### config.mk
export PLATFORM = sky130hd
export DESIGN_NAME = regFileTop
export DESIGN_NICKNAME = d
export VERILOG_FILES = /design/src/verilog/regAddrPkg.sv /design/src/verilog/regOpPkg.sv /design/src/verilog/regIncDec16.sv /design/src/verilog/regCmdDecode.sv /design/src/verilog/regPairBank.sv /design/src/verilog/regReadPort.sv /design/src/verilog/regFileTop.sv
export SDC_FILE = /design/constraint.sdc
export NUM_CORES = 1
export LEC_CHECK = 0
export BUFFER_PORTS_ARGS = -buffer_cell sky130_fd_sc_hd__buf_2
export CAP_MARGIN = 10
export CORE_MARGIN = 8
export CORE_UTILIZATION = 38
export DETAILED_ROUTE_END_ITERATION = 10
export GPL_ROUTABILITY_DRIVEN = 0
export HOLD_SLACK_MARGIN = 0.03
export PLACE_DENSITY_LB_ADDON = 0.15
export SLEW_MARGIN = 20
export SYNTH_ARGS = -nofsm -noshare
export SYNTH_HDL_FRONTEND = slang
export SYNTH_HIERARCHICAL = 1
export SYNTH_SLANG_ARGS = --single-unit
### constraint.sdc
create_clock -name clk -period 4.8 [get_ports clk]
set_clock_uncertainty 0.15 [all_clocks]
set_input_delay 1.44 -clock clk [delete_from_list [all_inputs] [get_ports clk]]
set_output_delay 1.44 -clock clk [all_outputs]
set_load 0.03 [all_outputs]
### src/verilog/regAddrPkg.sv
// Register storage types shared by the pair bank, read port and testbench model
`default_nettype none

package regAddrPkg;

    // Byte view of a pair, high byte first as on the bus
    typedef struct packed {
        logic [7:0] hi;
        logic [7:0] lo;
    } regBytesT;

    // One 16-bit pair seen either as a word or as two bytes
    typedef union packed {
        logic [15:0] word;
        regBytesT    bytes;
    } regPairT;

    // Byte select on the read port
    localparam logic BYTE_LO = 1'b0;
    localparam logic BYTE_HI = 1'b1;

endpackage

`default_nettype wire

### src/verilog/regOpPkg.sv
// Command encodings for the register-pair block, used by the decoder, top level and testbench
`default_nettype none

package regOpPkg;

    localparam int OP_WIDTH = 3;

    typedef enum logic [OP_WIDTH-1:0] {
        OP_NOP    = 3'd0,
        OP_LOAD16 = 3'd1,   // Whole pair
        OP_LOADHI = 3'd2,   // High byte only
        OP_LOADLO = 3'd3,   // Low byte only
        OP_INC    = 3'd4,
        OP_DEC    = 3'd5
    } regOpT;

endpackage

`default_nettype wire

### src/verilog/regIncDec16.sv
// Ripple increment/decrement of one 16-bit pair, half-adder stages with internal complement
`timescale 1ns/1ps
`default_nettype none

module regIncDec16 (
    input  logic [15:0] opIn,
    input  logic        dec,
    output logic [15:0] opOut
);

    localparam int WIDTH = 16;

    logic [WIDTH-1:0] notIn;
    logic [WIDTH-1:0] stageIn;  // True form for increment, complement for decrement
    logic [WIDTH:0]   carry;    // Carry, or borrow when decrementing

    assign notIn    = ~opIn;
    assign carry[0] = 1'b1;     // Always adding or taking one

    // Each stage is a half adder on its bit and the incoming carry
    // Increment carries through ones, decrement borrows through zeros
    genvar i;
    generate
        for (i = 0; i < WIDTH; i++) begin : gStage
            assign stageIn[i]   = dec ? notIn[i] : opIn[i];
            assign opOut[i]     = opIn[i] ^ carry[i];
            assign carry[i + 1] = stageIn[i] & carry[i];
        end
    endgenerate

    // carry[WIDTH] is the wrap out of bit 15, dropped for modulo 2^16

endmodule

`default_nettype wire

### src/verilog/regCmdDecode.sv
// Command input stage; registers a strobed command and decodes it into bank write enables
`timescale 1ns/1ps
`default_nettype none

module regCmdDecode #(
    parameter int NUM_PAIRS = 4
) (
    input  logic                         clk,
    input  logic                         rstN,
    input  logic                         cmdValid,
    input  regOpPkg::regOpT              cmdOp,
    input  logic [$clog2(NUM_PAIRS)-1:0] cmdPair,
    input  logic [15:0]                  cmdData,
    output logic                         wrHi,
    output logic                         wrLo,
    output logic                         arithEn,
    output logic                         arithDec,
    output logic [$clog2(NUM_PAIRS)-1:0] exPair,
    output logic [15:0]                  exData
);

    import regOpPkg::*;

    // Enables last one cycle per accepted command
    always_ff @(posedge clk) begin
        if (!rstN) begin
            wrHi     <= 1'b0;
            wrLo     <= 1'b0;
            arithEn  <= 1'b0;
            arithDec <= 1'b0;
        end else begin
            wrHi     <= 1'b0;
            wrLo     <= 1'b0;
            arithEn  <= 1'b0;
            arithDec <= 1'b0;
            if (cmdValid) begin
                case (cmdOp)
                    OP_LOAD16: begin
                        wrHi <= 1'b1;
                        wrLo <= 1'b1;
                    end
                    OP_LOADHI: wrHi <= 1'b1;
                    OP_LOADLO: wrLo <= 1'b1;
                    OP_INC:    arithEn <= 1'b1;
                    OP_DEC: begin
                        arithEn  <= 1'b1;
                        arithDec <= 1'b1;
                    end
                    default: ;  // NOP and unused codes
                endcase
            end
        end
    end

    always_ff @(posedge clk) begin
        if (cmdValid) begin
            exPair <= cmdPair;
            exData <= cmdData;
        end
    end

endmodule

`default_nettype wire

### src/verilog/regPairBank.sv
// Register pair storage; applies decoded byte writes and inc/dec results, pulses zeroFlag
`timescale 1ns/1ps
`default_nettype none

module regPairBank #(
    parameter int NUM_PAIRS = 4
) (
    input  logic                         clk,
    input  logic                         rstN,
    input  logic                         wrHi,
    input  logic                         wrLo,
    input  logic                         arithEn,
    input  logic                         arithDec,
    input  logic [$clog2(NUM_PAIRS)-1:0] exPair,
    input  logic [15:0]                  exData,
    output logic [NUM_PAIRS*16-1:0]      pairsFlat,
    output logic                         zeroFlag
);

    import regAddrPkg::*;

    regPairT     pairs [NUM_PAIRS];
    regPairT     exView;        // Command data split into bytes
    logic [15:0] opIn;
    logic [15:0] opOut;

    assign exView = exData;
    assign opIn   = pairs[exPair].word;    // Current value, so back-to-back ops chain

    regIncDec16 incDec_i (
        .opIn  (opIn),
        .dec   (arithDec),
        .opOut (opOut)
    );

    always_ff @(posedge clk) begin
        if (!rstN) begin
            for (int p = 0; p < NUM_PAIRS; p++) begin
                pairs[p] <= '0;
            end
        end else if (arithEn) begin
            pairs[exPair].word <= opOut;
        end else begin
            if (wrHi) begin
                pairs[exPair].bytes.hi <= exView.bytes.hi;
            end
            if (wrLo) begin
                pairs[exPair].bytes.lo <= exView.bytes.lo;
            end
        end
    end

    // Loop counter hit zero
    always_ff @(posedge clk) begin
        if (!rstN) begin
            zeroFlag <= 1'b0;
        end else begin
            zeroFlag <= arithEn && (opOut == 16'h0000);
        end
    end

    genvar g;
    generate
        for (g = 0; g < NUM_PAIRS; g++) begin : gFlat
            assign pairsFlat[g*16 +: 16] = pairs[g].word;
        end
    endgenerate

endmodule

`default_nettype wire

### src/verilog/regReadPort.sv
// Registered read port; returns the selected pair as a word and one chosen byte of it
`timescale 1ns/1ps
`default_nettype none

module regReadPort #(
    parameter int NUM_PAIRS = 4
) (
    input  logic                         clk,
    input  logic                         rstN,
    input  logic [NUM_PAIRS*16-1:0]      pairsFlat,
    input  logic [$clog2(NUM_PAIRS)-1:0] rdPair,
    input  logic                         rdByteSel,
    output logic [15:0]                  rdWord,
    output logic [7:0]                   rdByte
);

    import regAddrPkg::*;

    regPairT    selPair;
    logic [7:0] selByte;

    assign selPair = pairsFlat[rdPair*16 +: 16];

    always_comb begin
        case (rdByteSel)
            BYTE_HI: selByte = selPair.bytes.hi;
            BYTE_LO: selByte = selPair.bytes.lo;
        endcase
    end

    always_ff @(posedge clk) begin
        if (!rstN) begin
            rdWord <= 16'h0000;
            rdByte <= 8'h00;
        end else begin
            rdWord <= selPair.word;
            rdByte <= selByte;
        end
    end

endmodule

`default_nettype wire

### src/verilog/regFileTop.sv
// Top level of the register-pair block; sets the pair count and wires decode, bank and read port
`timescale 1ns/1ps
`default_nettype none

module regFileTop #(
    parameter int NUM_PAIRS = 4
) (
    input  logic                         clk,
    input  logic                         rstN,
    input  logic                         cmdValid,
    input  regOpPkg::regOpT              cmdOp,
    input  logic [$clog2(NUM_PAIRS)-1:0] cmdPair,
    input  logic [15:0]                  cmdData,
    input  logic [$clog2(NUM_PAIRS)-1:0] rdPair,
    input  logic                         rdByteSel,
    output logic [15:0]                  rdWord,
    output logic [7:0]                   rdByte,
    output logic                         zeroFlag
);

    logic                         wrHi;
    logic                         wrLo;
    logic                         arithEn;
    logic                         arithDec;
    logic [$clog2(NUM_PAIRS)-1:0] exPair;
    logic [15:0]                  exData;
    logic [NUM_PAIRS*16-1:0]      pairsFlat;

    regCmdDecode #(.NUM_PAIRS(NUM_PAIRS)) cmdDecode_i (
        .clk      (clk),
        .rstN     (rstN),
        .cmdValid (cmdValid),
        .cmdOp    (cmdOp),
        .cmdPair  (cmdPair),
        .cmdData  (cmdData),
        .wrHi     (wrHi),
        .wrLo     (wrLo),
        .arithEn  (arithEn),
        .arithDec (arithDec),
        .exPair   (exPair),
        .exData   (exData)
    );

    regPairBank #(.NUM_PAIRS(NUM_PAIRS)) pairBank_i (
        .clk       (clk),
        .rstN      (rstN),
        .wrHi      (wrHi),
        .wrLo      (wrLo),
        .arithEn   (arithEn),
        .arithDec  (arithDec),
        .exPair    (exPair),
        .exData    (exData),
        .pairsFlat (pairsFlat),
        .zeroFlag  (zeroFlag)
    );

    regReadPort #(.NUM_PAIRS(NUM_PAIRS)) readPort_i (
        .clk       (clk),
        .rstN      (rstN),
        .pairsFlat (pairsFlat),
        .rdPair    (rdPair),
        .rdByteSel (rdByteSel),
        .rdWord    (rdWord),
        .rdByte    (rdByte)
    );

endmodule

`default_nettype wire

# Word-level counts from Yosys, hierarchy flattened
# Memories as Yosys holds them, arrays and structs flattened. A register that Yosys moved wholly into a read port is not among the register bits.
# Index checks and enable logic that the tools add are counted.
[word_totals]
ff_bits = 47
inputBits = 27
ramBits = 64
memories = 1
[mem_list]
columns = ["name", "depth", "word_bits", "read_ports", "rd_clocked_by_memory_dff", "write_ports", "line", "source"]
rows = [
  ["pairBank_i.pairs", 4, 16, 5, 1, 4, "regPairBank.sv:22", "regPairT pairs [NUM_PAIRS];"],
]
[classes]
muxes = 38
bitwise = 34
eq_ne = 5
n_reduce_logical = 7
n_shift = 1
[op_table]
columns = ["operator", "count"]
rows = [
  ["64-bit by 7-bit indexed part select with 16-bit output", 1],
  ["1-bit two-way mux", 31],
  ["16-bit logical NOT", 1],
  ["16-bit two-way mux", 1],
  ["8-bit two-way mux", 2],
  ["8-bit one-hot mux with 2 select lines", 1],
  ["16-bit OR reduction", 1],
  ["15-bit NOT", 1],
  ["1-bit XOR", 15],
  ["1-bit bitwise AND", 14],
  ["3-bit by 2-bit == test with 1-bit output (second input constant)", 2],
  ["3-bit == test (second input constant)", 2],
  ["2-bit two-way mux", 3],
  ["2-bit OR reduction", 3],
  ["3-bit by 1-bit == test with 1-bit output (second input constant)", 1],
  ["1-bit NOT", 2],
  ["1-bit OR", 2],
  ["2-bit AND reduction", 1],
  ["1-bit logical AND", 1],
]

# Depth between registers and ports, before layout
[depth]
ltp_word = 19
depth_mapped = 10
ltp_nobuf = 8

# Hierarchy
# Netlist, hierarchy kept.
[modules_own_cells]
columns = ["module", "cells_per_inst", "area_per_inst_um2", "n_inst"]
rows = [
  ["regPairBank", 222, 3141.8, 1],
  ["regReadPort", 136, 1441.4, 1],
  ["regCmdDecode", 28, 661.9, 1],
  ["regIncDec16", 59, 422.9, 1],
]

# Worst setup path after synthesis
# OpenSTA, ideal clock, no wires.
[synth_path]
path_type = "register to register"
start = "register, netlist name cmdDecode_i/exPair[0]"
end = "register pairBank_i.zeroFlag"
arrival_time_ns = 2.722
period_less_slack_ns = 2.950
setup_time_ns = 0.078
stages_incl_launch_ff = 10
path_slack_ns = 1.850
path_buffers = 1
cell_sequence = "edfxtp_1 > buf_4 > mux4_2 > or4b_4 > mux2i_4 > nand4_1 > xnor2_1 > nor4_1 > nand3_1 > nor3_1"
[synth_rtl]
columns = ["element", "line", "source"]
rows = [
  ["to (signal assigned)", "regPairBank.sv:58", "zeroFlag <= arithEn && (opOut == 16'h0000);"],
  ["to (decl)", "regPairBank.sv:17", "output logic zeroFlag"],
]

==> impl_metrics.env <==
export IMPL_run_status="finished clean"
export IMPL_kind_of_capture_point_of_the_worst_setup_path="flop"
export IMPL_criticalPathCategory="flop to flop"
export IMPL_synth_top_cells_by_area="sky130_fd_sc_hd__edfxtp_1, sky130_fd_sc_hd__dfxtp_1, sky130_fd_sc_hd__mux4_2"
export IMPL_die_h_um=138
export IMPL_via_per_inst=5.73
export IMPL_initial_utilization_pct=39.0
export IMPL_max_slew_worst_pin_slew_ps=962
export IMPL_leak_pwr_nw=2.35
export IMPL_relative_slew_slack_pct=35.4
export IMPL_syn_num_nets=472
export IMPL_avgSynthCellArea_sq_um=12.7
export IMPL_cp_required_ps=4940
export IMPL_worst_ir_drop_vdd_uv=147
export IMPL_design_die_area_sq_um=19100
export IMPL_route_detailed_wl_per_inst_um=22.2
export IMPL_path_max_fanout=20
export IMPL_synth_async_reset_ratio_pct=0
export IMPL_synth_ff_latch_count=111
export IMPL_cts_made_buffers=9
export IMPL_layout_worst_path_cycle_share_pct=78.3
export IMPL_maxCapViolations=0
export IMPL_max_freq_mhz=266
export IMPL_finalSetupTns_ps=0
export IMPL_antenna_left=0
export IMPL_totalWireLength_um=14900
export IMPL_p_per_area_nw_per_um2=333
export IMPL_grt_pass1_wl_um=22700
export IMPL_yosys_most_used_dff="sky130_fd_sc_hd__edfxtp_1"
export IMPL_ctsLongestPathBuffers=2
export IMPL_synth_yosys_warnings=6
export IMPL_detailedRoute_firstPassIterationCount=4
export IMPL_yosysTopAreaCell="sky130_fd_sc_hd__edfxtp_1"
export IMPL_antenna_found_initial=0
export IMPL_synth_lib_cells_used_distinct=53
export IMPL_final_common_cell="sky130_fd_sc_hd__edfxtp_1"
export IMPL_cts_hold_buffers_added=0
export IMPL_cts_reportedPaths_clkPinSlew_ps=70
export IMPL_synth_yosys_seq_area_share_pct=53.7
export IMPL_storage_element_area_sq_um=3040
export IMPL_grt_max_degree=38
export IMPL_residual_overflow_from_global_routing=0
export IMPL_synthToLayoutAreaGrowth_pct=10.6
export IMPL_num_vias=3856
export IMPL_hold_worst_slack_ps=490
export IMPL_cts_root_buf="sky130_fd_sc_hd__clkbuf_16"
export IMPL_htree_num_levels=3
export IMPL_antenna_diode_count=0
export IMPL_syn_inst=445
export IMPL_hold_class="flop to flop"
export IMPL_die_w_um=138
export IMPL_all_layer_global_routing_usage_pct=15.4
export IMPL_synthesis_area_sq_um=5670
export IMPL_finalSetupViolCount=0
export IMPL_filler_cell_count=1400
export IMPL_worst_skew_pair_late_latency_ps=360
export IMPL_nNetsFinal=511
export IMPL_timing_critical_path_from_type="flop"
export IMPL_multiInputGateArea_sq_um=2430
export IMPL_drc_marker_count_from_the_first_detailed_route_iteration=252
export IMPL_final_hold_violation_count=0
export IMPL_post_synth_top_area_fraction_pct=43.4
export IMPL_dp_hpwl_um=10900
export IMPL_coreArea_sq_um=14500
export IMPL_layout_drive_gt1_share_pct=27.0
export IMPL_placement_rows=44
export IMPL_tritoncts="built"
export IMPL_drc=0
export IMPL_rrSetupSlack_ps=1040
export IMPL_layout_min_cycle_time_ps=3760
export IMPL_post_cts_setup_buffers=0
export IMPL_drv_slew=0
export IMPL_layout_cells_most_common_list="sky130_fd_sc_hd__edfxtp_1, sky130_fd_sc_hd__buf_2, sky130_fd_sc_hd__a21oi_1"
export IMPL_worst_endpoint_arrival_ps=3890
export IMPL_io_pins=52
export IMPL_portbufs=51
export IMPL_postCtsResizedCells=0
export IMPL_dpl_instance_area_sq_um=6010
export IMPL_cts_sink_count=111
export IMPL_synth_edf_count=82
export IMPL_summed_area_of_non_filler_cells_in_the_final_layout_sq_um=6270
export IMPL_setup_repair_after_global_routing_missed_its_margin="false"
export IMPL_grt_pass1_vias=3783
[report_power, final]
| group | total [mW] | internal (mW) | leakage [nW] | switching (mW) |
|---|---|---|---|---|
| Sequential | 1.12 | 1.08 | 1.08 | 0.0384 |
| Clock | 0.681 | 0.347 | 0.124 | 0.334 |
| Combinational | 0.284 | 0.113 | 1.15 | 0.171 |
| Total | 2.09 | 1.54 | 2.35 | 0.543 |
[layout make-up]
cell class              count  share of cell area [%]
multi-input cells         303                    38.8
inverters                   2                   0.120
well taps                 184                    3.67
clock inverters             5                   0.399
flip-flops and latches    111                    48.6
repair buffers             57                    4.79
clock buffers              11                    3.71
[logic make-up (layout without fill, tap and decap cells)]
family          count (synthesis)  count (layout)  share of synthesized area [%]
compound gates                127             127                           14.8
flops                         111             111                           53.7
simple gates                   99              99                           9.14
mux                            57              57                           15.8
buf+inv                        31              75                           3.47
xor+xnor                       20              20                           3.09
[path summary, 6_finish.rpt]
path	from	endpoint	cells after the start
setup / recovery	cmdDecode_i/exPair[1]$_DFFE_PP_	pairBank_i/zeroFlag$_SDFF_PN0_	8
hold reg to reg	cmdDecode_i/exData[10]$_DFFE_PP_	pairBank_i/pairs[2][10]$_SDFFCE_PN0P_	2
hold / removal	cmdDecode_i/exData[10]$_DFFE_PP_	pairBank_i/pairs[2][10]$_SDFFCE_PN0P_	2
setup reg to reg	cmdDecode_i/exPair[1]$_DFFE_PP_	pairBank_i/zeroFlag$_SDFF_PN0_	8
[critical path, cell delays in order, from the launching register on]
cell	delay (ps)
sky130_fd_sc_hd__edfxtp_1	950
sky130_fd_sc_hd__mux4_2	460
sky130_fd_sc_hd__or3b_1	440
sky130_fd_sc_hd__o2bb2ai_1	680
sky130_fd_sc_hd__nand3_1	210
sky130_fd_sc_hd__xnor2_1	200
sky130_fd_sc_hd__nor4_1	330
sky130_fd_sc_hd__nand2_1	90
sky130_fd_sc_hd__nor3_1	160
[per-layer routing]
metal | vias up | part of all wire (%) | track usage (%)
met5 | - | 0 | 0
met4 | 0 | 2.0 | 6.98
met3 | 17 | 6.1 | 2.98
met2 | 144 | 45 | 23.1
met1 | 1910 | 47 | 21.2
li1 | 1785 | - | -
[Yosys cell counts, drive strengths merged (2+ instances only)]
cell / number
nand3: 5
nand4: 2
nand2b: 2
a21oi: 49
or3b: 2
xnor2: 16
and3b: 3
mux2: 16
edfxtp: 82
xor2: 4
buf: 21
nor2b: 5
a21boi: 16
nor3b: 3
nor2: 11
mux2i: 18
o21ai: 34
o2bb2ai: 2
o211a: 16
nor4: 3
nand4b: 2
or4b: 2
nand2: 49
clkbuf: 8
mux4: 23
nor3: 3
o22ai: 8
inv: 2
dfxtp: 29
[flip-flops by register name (all words and copies together), names as in the netlist]
register              count
cmdDecode_i/wrLo          1
cmdDecode_i/exPair        2
readPort_i/rdByte         8
pairBank_i/pairs         64
pairBank_i/zeroFlag       1
cmdDecode_i/arithDec      1
cmdDecode_i/exData       16
cmdDecode_i/arithEn       1
cmdDecode_i/wrHi          1
readPort_i/rdWord        16
[metrics by stage]
stage                     setup slack, ps  std cells  total power, mW  utilization [%]
after global placement               1150        657             1.42             41.3
after floorplan                      1850        445             1.34                -
after CTS                            1020        673             2.10             43.1
after detailed placement             1040        657             1.42             41.3
final                                1040        673             2.09             43.1
after global routing                  757        673             2.16             43.1
No activity file was read; power rests on OpenSTA's default activity.
